## config.mk

```make
export PLATFORM = sky130hd
export DESIGN_NAME = modem_top
export DESIGN_NICKNAME = d
export VERILOG_FILES = /design/src/source/modem_pkg.sv /design/src/source/modem_ports.sv /design/src/source/cordic_serial.sv /design/src/source/fm_discrim.sv /design/src/source/sample_fifo.sv /design/src/source/modem_top.sv
export SDC_FILE = /design/constraint.sdc
export NUM_CORES = 1
export LEC_CHECK = 0
export BUFFER_PORTS_ARGS = -buffer_cell sky130_fd_sc_hd__buf_2
export CAP_MARGIN = 10
export CORE_ASPECT_RATIO = 1.5
export CORE_UTILIZATION = 55
export CTS_CLUSTER_DIAMETER = 150
export CTS_CLUSTER_SIZE = 12
export DETAILED_ROUTE_END_ITERATION = 8
export MAX_ROUTING_LAYER = met4
export PLACE_DENSITY = 0.77
export SLEW_MARGIN = 5
export SYNTH_ARGS = -nofsm -noshare
export SYNTH_HDL_FRONTEND = slang
export SYNTH_SLANG_ARGS = --single-unit
export TNS_END_PERCENT = 1
```

## constraint.sdc

```tcl
create_clock -name clk -period 25.7 [get_ports clk]
set_input_delay 5.14 -clock clk [delete_from_list [all_inputs] [get_ports clk]]
set_output_delay 5.14 -clock clk [all_outputs]
set_load 0.02 [all_outputs]
```

## src/source/modem_pkg.sv

```systemverilog
// modem shared definitions
`default_nettype none

package modem_pkg;

	localparam int sample_w = 16; // cpu bus and sample width
	localparam int cordic_iter = 16; // shift-add iterations
	localparam int cordic_ext = 2; // headroom bits on x and y
	localparam int fifo_depth = 16;
	localparam int dly_w = 4; // fm delay field, delay is dly+1

	// cpu port map
	typedef enum logic [2:0] {
		port_x = 3'd0, // magnitude or i
		port_y = 3'd1, // phase, frequency or q
		port_cfg = 3'd2,
		port_status = 3'd3, // read only
		port_cmd = 3'd7 // write only
	} port_addr_t;

	typedef enum logic [1:0] {
		idle,
		run,
		done // one cycle, rdy high
	} cordic_state_t;

	// atan(2^-i), half a turn = 32768
	localparam logic [sample_w-1:0] atan_table [cordic_iter] = '{
		16'd8192,
		16'd4836,
		16'd2555,
		16'd1297,
		16'd651,
		16'd326,
		16'd163,
		16'd81,
		16'd41,
		16'd20,
		16'd10,
		16'd5,
		16'd3,
		16'd1,
		16'd1,
		16'd0
	};

endpackage

`default_nettype wire

```

## src/source/modem_ports.sv

```systemverilog
// modem cpu port interface
`timescale 1ns/10ps
`default_nettype none

module modem_ports (
	input wire clk,
	input wire rst,
	input wire iocs, // module select
	input wire [2:0] ioaddr,
	input wire [modem_pkg::sample_w-1:0] din,
	input wire iowr,
	input wire iord,
	input wire [modem_pkg::sample_w-1:0] fifo_x, // fifo head
	input wire [modem_pkg::sample_w-1:0] fifo_y,
	input wire fifo_empty,
	input wire fifo_full,
	output logic [modem_pkg::sample_w-1:0] dout, // registered read data
	output logic xmt, // 0 = receive, 1 = transmit
	output logic ptt,
	output logic fm, // 0 = pm, 1 = fm
	output logic [modem_pkg::dly_w-1:0] dly,
	output logic [modem_pkg::sample_w-1:0] tx_x, // transmit pair
	output logic [modem_pkg::sample_w-1:0] tx_y,
	output logic tx_wr,
	output logic fifo_flush,
	output logic cpu_pop
);
	import modem_pkg::*;

	port_addr_t addr;
	logic wr;
	logic rd;
	logic wr_x;
	logic wr_y;
	logic wr_cfg;
	logic wr_cmd;

	// port decode
	assign addr = port_addr_t'(ioaddr);
	assign wr = iocs & iowr;
	assign rd = iocs & iord;
	assign wr_x = wr & (addr == port_x);
	assign wr_y = wr & (addr == port_y);
	assign wr_cfg = wr & (addr == port_cfg);
	assign wr_cmd = wr & (addr == port_cmd);

	assign fifo_flush = wr_cmd & din[1]; // single cycle flush
	assign cpu_pop = rd & (addr == port_y); // head moves as dout captures it

	always_ff @(posedge clk)
	begin
		if (rst)
		begin
			fm <= 1'b0;
			dly <= '0;
			xmt <= 1'b0; // receive
			ptt <= 1'b0; // amplifier off
			tx_y <= '0; // fm phase starts at zero
			tx_wr <= 1'b0;
			dout <= '0;
		end
		else
		begin
			if (wr_cfg)
			begin
				fm <= din[0];
				dly <= din[7:4];
			end
			if (wr_cmd)
			begin
				xmt <= din[0];
				ptt <= din[3];
			end
			// phase in pm, frequency accumulated to phase in fm
			if (wr_y)
				tx_y <= din + (fm ? tx_y : '0);
			tx_wr <= wr_y & xmt; // pair goes to fifo next cycle
			if (rd)
			begin
				case (addr)
				port_x: dout <= fifo_x;
				port_y: dout <= fifo_y;
				port_cfg: dout <= {8'h00, dly, 3'b000, fm};
				port_status: dout <= {fifo_empty, fifo_full, 14'h0000};
				default: dout <= '0;
				endcase
			end
		end
	end

	// x waits here until y is written
	always_ff @(posedge clk)
	begin
		if (wr_x)
			tx_x <= din;
	end

endmodule

`default_nettype wire

```

## src/source/cordic_serial.sv

```systemverilog
// serial cordic engine
`timescale 1ns/10ps
`default_nettype none

module cordic_serial (
	input wire clk,
	input wire rst,
	input wire [modem_pkg::sample_w-1:0] xi,
	input wire [modem_pkg::sample_w-1:0] yi,
	input wire [modem_pkg::sample_w-1:0] zi, // phase, half turn = 32768
	input wire rotate, // 0 = vector, 1 = rotate
	input wire load, // taken only when idle
	output logic [modem_pkg::sample_w-1:0] xo,
	output logic [modem_pkg::sample_w-1:0] yo,
	output logic [modem_pkg::sample_w-1:0] zo,
	output logic rdy,
	output logic busy
);
	import modem_pkg::*;

	cordic_state_t state;
	logic [$clog2(cordic_iter)-1:0] cnt; // iteration index
	logic mode; // latched rotate
	logic last;
	logic signed [sample_w+cordic_ext-1:0] x;
	logic signed [sample_w+cordic_ext-1:0] y;
	logic [sample_w-1:0] z;
	logic signed [sample_w+cordic_ext-1:0] xe;
	logic signed [sample_w+cordic_ext-1:0] ye;
	logic flip;
	logic signed [sample_w+cordic_ext-1:0] xs;
	logic signed [sample_w+cordic_ext-1:0] ys;
	logic dpos;
	logic signed [sample_w+cordic_ext-1:0] x_nxt;
	logic signed [sample_w+cordic_ext-1:0] y_nxt;
	logic [sample_w-1:0] z_nxt;

	assign busy = (state != idle);
	assign last = (int'(cnt) == cordic_iter - 1);

	// sign extension and half turn pre-rotation
	always_comb
	begin
		xe = {{cordic_ext{xi[sample_w-1]}}, xi};
		ye = {{cordic_ext{yi[sample_w-1]}}, yi};
		// vector: bring x into right half plane
		// rotate: bring z into +/- quarter turn
		flip = rotate ? (zi[sample_w-1] ^ zi[sample_w-2]) : xi[sample_w-1];
	end

	// one shift-add step
	always_comb
	begin
		xs = x >>> cnt;
		ys = y >>> cnt;
		dpos = mode ? ~z[sample_w-1] : y[sample_w+cordic_ext-1];
		if (dpos)
		begin
			x_nxt = x - ys;
			y_nxt = y + xs;
			z_nxt = z - atan_table[cnt];
		end
		else
		begin
			x_nxt = x + ys;
			y_nxt = y - xs;
			z_nxt = z + atan_table[cnt];
		end
	end

	// control
	always_ff @(posedge clk)
	begin
		if (rst)
		begin
			state <= idle;
			cnt <= '0;
			rdy <= 1'b0;
		end
		else
		begin
			rdy <= 1'b0;
			case (state)
			idle:
				if (load)
				begin
					cnt <= '0;
					state <= run;
				end
			run:
			begin
				cnt <= cnt + 1'b1;
				if (last)
				begin
					state <= done;
					rdy <= 1'b1; // results valid with this pulse
				end
			end
			default: state <= idle; // back to idle after rdy
			endcase
		end
	end

	// datapath
	always_ff @(posedge clk)
	begin
		if (state == idle && load)
		begin
			x <= flip ? -xe : xe;
			y <= flip ? -ye : ye;
			z <= flip ? {~zi[sample_w-1], zi[sample_w-2:0]} : zi; // plus half turn
			mode <= rotate;
		end
		else if (state == run)
		begin
			x <= x_nxt;
			y <= y_nxt;
			z <= z_nxt;
		end
		if (state == run && last)
		begin
			xo <= x_nxt[sample_w+cordic_ext-1:cordic_ext]; // drop headroom, gain kept
			yo <= y_nxt[sample_w+cordic_ext-1:cordic_ext];
			zo <= z_nxt;
		end
	end

endmodule

`default_nettype wire

```

## src/source/fm_discrim.sv

```systemverilog
// fm phase discriminator
`timescale 1ns/10ps
`default_nettype none

module fm_discrim (
	input wire clk,
	input wire rst,
	input wire [modem_pkg::sample_w-1:0] mag,
	input wire [modem_pkg::sample_w-1:0] phs,
	input wire iv,
	input wire fm, // differentiate phase
	input wire [modem_pkg::dly_w-1:0] dly, // delay of dly+1 samples
	output logic [modem_pkg::sample_w-1:0] mag_out,
	output logic [modem_pkg::sample_w-1:0] frq_out, // phase or frequency
	output logic ov
);
	import modem_pkg::*;

	logic [sample_w-1:0] dline [2**dly_w]; // dline[k] = phase k+1 samples back

	// delay line starts at zero phase
	always_ff @(posedge clk)
	begin
		if (rst)
		begin
			for (int i = 0; i < 2**dly_w; i++)
				dline[i] <= '0;
			ov <= 1'b0;
		end
		else
		begin
			ov <= iv;
			if (iv)
			begin
				dline[0] <= phs;
				for (int i = 1; i < 2**dly_w; i++)
					dline[i] <= dline[i-1];
			end
		end
	end

	always_ff @(posedge clk)
	begin
		if (iv)
		begin
			mag_out <= mag;
			frq_out <= phs - (fm ? dline[dly] : '0); // wraps modulo full turn
		end
	end

endmodule

`default_nettype wire

```

## src/source/sample_fifo.sv

```systemverilog
// modem sample fifo
`timescale 1ns/10ps
`default_nettype none

module sample_fifo (
	input wire clk,
	input wire rst,
	input wire flush, // empties the fifo like rst
	input wire wr,
	input wire [2*modem_pkg::sample_w-1:0] wdata, // {x, y}
	input wire rd,
	output logic [2*modem_pkg::sample_w-1:0] rdata, // head, no read latency
	output logic empty,
	output logic full
);
	import modem_pkg::*;

	logic [2*sample_w-1:0] mem [fifo_depth];
	logic [$clog2(fifo_depth)-1:0] wp;
	logic [$clog2(fifo_depth)-1:0] rp;
	logic [$clog2(fifo_depth):0] count; // one extra bit for full
	logic do_wr;
	logic do_rd;

	assign empty = (count == '0);
	assign full = (int'(count) == fifo_depth);
	assign do_wr = wr & ~full; // write to full fifo is lost
	assign do_rd = rd & ~empty;
	assign rdata = mem[rp];

	// pointers and occupancy
	always_ff @(posedge clk)
	begin
		if (rst || flush)
		begin
			wp <= '0;
			rp <= '0;
			count <= '0;
		end
		else
		begin
			if (do_wr)
				wp <= wp + 1'b1; // wraps at fifo_depth
			if (do_rd)
				rp <= rp + 1'b1;
			if (do_wr && !do_rd)
				count <= count + 1'b1;
			else if (do_rd && !do_wr)
				count <= count - 1'b1;
		end
	end

	always_ff @(posedge clk)
	begin
		if (do_wr)
			mem[wp] <= wdata;
	end

endmodule

`default_nettype wire

```

## src/source/modem_top.sv

```systemverilog
// single carrier modem core
`timescale 1ns/10ps
`default_nettype none

module modem_top (
	input wire clk,
	input wire rst,
	input wire iocs,
	input wire [2:0] ioaddr,
	input wire [modem_pkg::sample_w-1:0] din,
	input wire iowr,
	input wire iord,
	input wire [modem_pkg::sample_w-1:0] rdix, // receiver i
	input wire [modem_pkg::sample_w-1:0] rdiy, // receiver q
	input wire riv,
	input wire toe, // transmitter output enable
	output logic [modem_pkg::sample_w-1:0] dout,
	output logic [modem_pkg::sample_w-1:0] tdox,
	output logic [modem_pkg::sample_w-1:0] tdoy,
	output logic tov,
	output logic xmtout,
	output logic pttout
);
	import modem_pkg::*;

	logic xmt;
	logic ptt;
	logic fm;
	logic [dly_w-1:0] dly;
	logic [sample_w-1:0] tx_x;
	logic [sample_w-1:0] tx_y;
	logic tx_wr;
	logic fifo_flush;
	logic cpu_pop;
	logic tx_pop;
	logic fifo_rd;
	logic fifo_empty;
	logic fifo_full;
	logic [sample_w-1:0] fifo_x;
	logic [sample_w-1:0] fifo_y;
	logic f_wr;
	logic [2*sample_w-1:0] f_data;
	logic [sample_w-1:0] c_x;
	logic [sample_w-1:0] c_y;
	logic [sample_w-1:0] c_z;
	logic c_load;
	logic c_rot;
	logic [sample_w-1:0] c_xo;
	logic [sample_w-1:0] c_yo;
	logic [sample_w-1:0] c_zo;
	logic c_rdy;
	logic c_busy;
	logic [sample_w-1:0] mag_out;
	logic [sample_w-1:0] frq_out;
	logic fd_ov;

	// next transmit sample, one load pending at most
	assign tx_pop = xmt & toe & ~fifo_empty & ~c_busy & ~c_load;
	assign fifo_rd = xmt ? tx_pop : cpu_pop;

	// cordic input register, receiver or fifo
	always_ff @(posedge clk)
	begin
		if (rst)
		begin
			c_load <= 1'b0;
			c_rot <= 1'b0;
		end
		else
		begin
			c_load <= xmt ? tx_pop : riv;
			c_rot <= xmt; // rotate on transmit
		end
	end

	always_ff @(posedge clk)
	begin
		c_x <= xmt ? fifo_x : rdix; // magnitude or i
		c_y <= xmt ? '0 : rdiy;
		c_z <= xmt ? fifo_y : '0; // phase or no offset
	end

	// fifo input register, discriminator or cpu pair
	always_ff @(posedge clk)
	begin
		if (rst)
			f_wr <= 1'b0;
		else
			f_wr <= xmt ? tx_wr : fd_ov;
	end

	always_ff @(posedge clk)
	begin
		f_data <= xmt ? {tx_x, tx_y} : {mag_out, frq_out};
	end

	modem_ports u_ports (
		.clk(clk),
		.rst(rst),
		.iocs(iocs),
		.ioaddr(ioaddr),
		.din(din),
		.iowr(iowr),
		.iord(iord),
		.fifo_x(fifo_x),
		.fifo_y(fifo_y),
		.fifo_empty(fifo_empty),
		.fifo_full(fifo_full),
		.dout(dout),
		.xmt(xmt),
		.ptt(ptt),
		.fm(fm),
		.dly(dly),
		.tx_x(tx_x),
		.tx_y(tx_y),
		.tx_wr(tx_wr),
		.fifo_flush(fifo_flush),
		.cpu_pop(cpu_pop)
	);

	cordic_serial u_cordic (
		.clk(clk),
		.rst(rst),
		.xi(c_x),
		.yi(c_y),
		.zi(c_z),
		.rotate(c_rot),
		.load(c_load),
		.xo(c_xo),
		.yo(c_yo),
		.zo(c_zo),
		.rdy(c_rdy),
		.busy(c_busy)
	);

	// receive results only
	fm_discrim u_discrim (
		.clk(clk),
		.rst(rst),
		.mag(c_xo),
		.phs(c_zo),
		.iv(c_rdy & ~c_rot),
		.fm(fm),
		.dly(dly),
		.mag_out(mag_out),
		.frq_out(frq_out),
		.ov(fd_ov)
	);

	sample_fifo u_fifo (
		.clk(clk),
		.rst(rst),
		.flush(fifo_flush),
		.wr(f_wr),
		.wdata(f_data),
		.rd(fifo_rd),
		.rdata({fifo_x, fifo_y}),
		.empty(fifo_empty),
		.full(fifo_full)
	);

	assign tdox = c_xo; // held until next result
	assign tdoy = c_yo;
	assign tov = c_rdy & c_rot;
	assign xmtout = xmt;
	assign pttout = ptt;

endmodule

`default_nettype wire

```

# == Word-level counts from Yosys, hierarchy flattened ==
# Memories as Yosys holds them, arrays and structs flattened. A register that Yosys moved wholly into a read port is not among the register bits.
# Index checks and enable logic that the tools add are counted.
# classes
mux,59
n_bitwise,43
magnitude_cmp,1
addsub,15
n_shift,2
n_eq_ne,9
n_reduce_logical,17
# ops
op,count
$mux 16,25
$mux 18,8
$pmux 16 s4,1
$add 18x18->18,2
$neg 16->18,2
$sshr 18x4->18,2
$sub 18x18->18,2
$add 16x16->16,2
$mux 32,1
$sub 16x16->16,2
$mux 4,5
$and 1x1->1,17
$or 1x1->1,16
$mux 1,13
$add 4x1->4 const B,3
$mux 5,2
$not 1->1,8
$pmux 4 s2,1
$reduce_bool 2->1,4
$eq 3x2->1 const B,2
$add 5x1->5 const B,1
$eq 5x5->1 const B,1
$ge 5x5->1 const B,1
$logic_not 5->1,1
other kinds (18),24
# word_totals
mem_bits_ro,256
word_cells,180
register_bits,293
mem_count,3
input_bits,58
ram_bits,768
output_inout_bits,51
# memory_table
memory,depth,width,rd,rd_ports_with_merged_regs,wr,line_no,rtl
u_fifo.mem,16,32,1,1,1,sample_fifo.sv:18,logic [2*sample_w-1:0] mem [fifo_depth];
(name not given),16,16,1,0,0,cordic_serial.sv:61,z_nxt = z - atan_table[cnt];
u_discrim.dline,16,16,16,1,16,fm_discrim.sv:19,logic [sample_w-1:0] dline [2**dly_w];

# == Longest topological paths before layout ==
# depth
depth_word,10
ltp_mapped,22
mapped_depth_nobuf,20

# == Modules after synthesis ==
# Synthesis repeated with hierarchy kept, for this count alone.
# unflattened
cells_unflattened,3277
area_unflattened_um2,48637.9
# modules_own_cells
module,cells_each,seq_area_each_um2,instances,area_per_inst_um2
sample_fifo,898,15715.1,1,20073.0
fm_discrim,790,8668.3,1,13125.1
cordic_serial,1096,3173.0,1,9954.5
modem_ports,310,1281.2,1,2942.8
modem_top,183,1661.6,1,2542.4

# == Least setup slack after synthesis ==
# OpenSTA, ideal clock, no wires.
# synth_path
kind,input -> register
startpoint,input port rst
endpoint,memory u_discrim.dline[0][0] (enable)
stages,3
t_required_ps,25037
slack_ps,13250
n_path_buf,2
setup_time_ps,663
t_arrival_ps,11787
path_cell_list,clkbuf_1 -> clkbuf_1 -> nand2b_1
# synth_lines
element,line_no,rtl
"start, declared",modem_top.sv:7,"input wire rst,"
"end, declared",fm_discrim.sv:19,

# == Worst setup path in the final report ==
# layout_path
startpoint,input port iocs
endpoint,register u_fifo.count[4]
# layout_between
elab_chain_cells,7
elab_cells_between_ends,13
classes_between,mux (2); bitwise (6); reduce/logical (5)
# layout_lines
element,line_no,rtl
"start, declared",modem_top.sv:8,"input wire iocs,"
$and 1x1->1,modem_ports.sv:41,assign rd = iocs & iord;
$and 1x1->1,modem_ports.sv:48,assign cpu_pop = rd & (addr == port_y);
$mux 1,modem_top.sv:59,assign fifo_rd = xmt ? tx_pop : cpu_pop;
$and 1x1->1,sample_fifo.sv:28,assign do_rd = rd & ~empty;
$logic_not 1->1,sample_fifo.sv:46,if (do_wr && !do_rd)
$logic_and 1x1->1,sample_fifo.sv:46,
$mux 5 / $reduce_bool 2->1 (equally long branches),n/a,
"end signal, assigned",sample_fifo.sv:47,count <= count + 1'b1;
"end signal, assigned",sample_fifo.sv:49,count <= count - 1'b1;
"end, declared",sample_fifo.sv:21,logic [$clog2(fifo_depth):0] count;
# Parallel ways exist; a longest one is shown, timed or not.
# A chain may end at the register's enable or synchronous reset.

==> results.md <==
- Ys flop type: edfxtp_1
- TritonCTS buffer count: 99
- Post-route insts no fill: 4483
- Final nets: 3421
- Worst EP required: 26.29 ns
- First-pass GRT wire length: 176600 um
- Synthesis-to-layout area growth: 9.666%
- TritonRoute pass-1 iters: 6
- Final wirelength: 117100 um
- Horiz. Die Dim: 244.2 um
- CTS tree: done
- IO Count: 109
- DRC: 0
- Fin Setup TNS: 0 ns
- Post-synth EDFFs: 917
- Slew margin rel.: 0.1297
- Final setup violation count: 0
- Synth Area per Inst: 15.29 um2
- Async SR Flop Fraction: 0
- Largest net degree at the start of global routing: 193
- Total power draw: 4.735 mW
- Max Buffers Root-to-Sink: 3
- Utilization after layout: 0.6119
- DP HPWL: 73380 um
- DRT iter0 DRCs: 2979
- Maximum VDD drop: 0.06734 mV
- RSZ-0062 raised after global routing: no
- Initial core utilization: 0.5580
- Worst-skew pair later-pin latency: 0.69 ns
- Status: complete, no violations
- Clock skew: 0.03134 ns
- Placed Instances: 4296
- Worst path arrival time: 8.73 ns
- Leak: 17.95 nW
- Clk root buf: clkbuf_16
- Clock-pin slew on the worst setup and hold paths: 0.06 ns
- Core footprint: 86710 um2
- Synth cell types: 94
- Clock Sinks: 1069
- Die Area: 89180 um2
- Synth Instances: 3165
- Gpl congestion: 0.9526
- Synthesized flop and latch total: 1069
- Synth Warn #: 0
- H-tree levels: 3
- Hold-fix buffers, CTS: 0
- Seq/Total Area, Yosys: 0.6320
- # Post-CTS Setup Buffers: 0
- Grt total ovfl: 0
- GRT Total Usage: 0.2748
- Hold Path Depth: 0
- Synth Net Count: 3328
- Kind of critical path: in2reg
- Crit share post-route: 0.3169
- Cell Rows: 132
- Critical Path End Type: flip-flop
- Minimum clock period: 8.143 ns
- R2R depth: 18
- Post-CTS Resized: 0
- Drt wl/cell: 26.12 um
- Vias: 28030
- Number of max-slew violations in the final report: 0
- Initial antenna violation count: 16
- Vias per cell: 6.251
- Vias in the first global route: 28310
- Critical Path Start Type: input port
- # Max-Cap Violations: 0
- Max FO, Critical Path: 18
- Post-Syn Area: 48380 um2
- Port-buffer cells: 108
- Tightest Pin Transition: 1.303 ns
- Fin. Hold Viols: 0
- Die height: 365.3 um
- F_max: 122.8 MHz
- Layout cells sized above 1: 0.2018
- Hold Crit Class: reg2reg
- P per Cell Area: 89.24 nW/um2
- Final ANT Viol Nets: 0
-- cells by family after synthesis --
kind of cell	Yosys count	share of synthesized area
multiplexers	392	0.1536
buffers and inverters	229	0.02033
AND/OR/NAND/NOR	864	0.09242
AO/OA/AOI/OAI	361	0.04720
adder cells (fa/ha/maj)	105	0.02808
XOR/XNOR	145	0.02640
flip-flops	1069	0.6320
-- worst max-delay path: stages --
cell and delay [ns]:
buf_2 0.08, nand2_1 0.32, nor3_1 0.90, nand3_1 0.15
a21oi_1 0.45, inv_1 0.10, ha_1 0.25, inv_1 0.15
ha_1 0.29, a21o_1 0.19, a21oi_1 0.17, xnor2_1 0.10
or3_1 0.30, a21oi_1 0.13
-- state kept, by name (all words and copies together) (netlist names), 18 cells and up, named ones only --
| name | cells |
|---|---|
| u_discrim.dline | 256 |
| u_cordic.y | 18 |
| f_data | 32 |
| u_fifo.mem | 512 |
| u_cordic.x | 18 |
-- metal layers --
metal,vias to the layer above,part of all wire,GRT usage,wire length (um)
li1,12260,-,-,-
met1,14210,0.38,0.3407,44400
met2,1274,0.50,0.4438,58280
met3,278,0.079,0.04879,9227
met4,0,0.044,0.1238,5178
met5,-,0,-,0
-- cells in the final DEF (no fill, tap or decap), types with 7 or more instances in the layout --
cell type and count:
o21ai_0 72, nor3_1 48, a31oi_1 16, nand2b_1 21, edfxtp_1 917, nor2b_1 130
mux4_2 267, and3_1 10, inv_1 62, xor2_1 46, mux2_2 82, nor4_1 9
dfxtp_1 142, a21o_1 16, nand4_1 7, nor2_4 14, and2_1 200, nor2_1 171
o21bai_1 9, a211oi_1 15, a21oi_1 119, a22oi_1 20, nand3_1 18, or3_1 10
buf_2 107, ha_1 99, o31ai_1 15, diode_2 14, o21a_1 12, buf_4 47
nand2_1 182, clkbuf_1 66, clkbuf_16 100, mux2i_1 38, xnor2_1 98
-- cell type report --
type | instances | area (um2)
repair buffers | 155 | 908.4
clock buffers | 166 | 2750
flip-flops and latches | 1069 | 30600
inverters | 66 | 247.7
fillers | 6249 | 33650
clock inverters | 7 | 122.6
diodes | 14 | 35.03
well taps | 1139 | 1425
multi-input cells | 1867 | 16970
-- synthesized netlist by cell type, types with 63 or more instances --
cell type  number  area, um2
inv_1          63      236.5
nor2b_1       130      813.3
and2_1        200       1251
mux4_2        267       6013
ha_1           99       1239
nor2_1        185      694.4
edfxtp_1      917      27540
mux2_2         82      923.4
clkbuf_1      111      416.7
xnor2_1        98      858.3
o21ai_0        72      360.4
dfxtp_1       152       3043
nand2_1       183      686.9
a21oi_1       120      600.6
-- path summary, 6_finish.rpt --
| kind | startpoint | endpoint | slack [ns] |
|---|---|---|---|
| max | iocs | u_fifo.count[4] | 17.56 |
| min | u_cordic.xo[8] | u_discrim.mag_out[8] | 0.46 |
| max reg2reg | u_cordic.cnt[1] | u_cordic.x[17] | 19.71 |
| min reg2reg | u_cordic.xo[8] | u_discrim.mag_out[8] | 0.46 |
-- power breakdown --
part | total [mW] | internal [mW] | leakage, nW | switching, mW
clock network | 1.36 | 0.730 | 1.37 | 0.628
logic | 1.25 | 0.534 | 6.72 | 0.716
registers | 2.13 | 2.05 | 9.87 | 0.0803
total | 4.74 | 3.31 | 18.0 | 1.42
-- metrics by stage --
| stage | hold slack, ns | instance area (um2) | setup WS (ns) |
|---|---|---|---|
| floorplan | 0.4365 | 48380 | 13.25 |
| global placement | 0.4378 | 50150 | 17.05 |
| detailed placement | 0.4549 | 50150 | 16.92 |
| CTS | 0.4629 | 53030 | 17.62 |
| global route | 0.4761 | 53050 | 17.23 |
| finish | 0.4614 | 53060 | 17.56 |
Note: power is estimated with default switching activity, not from simulation.
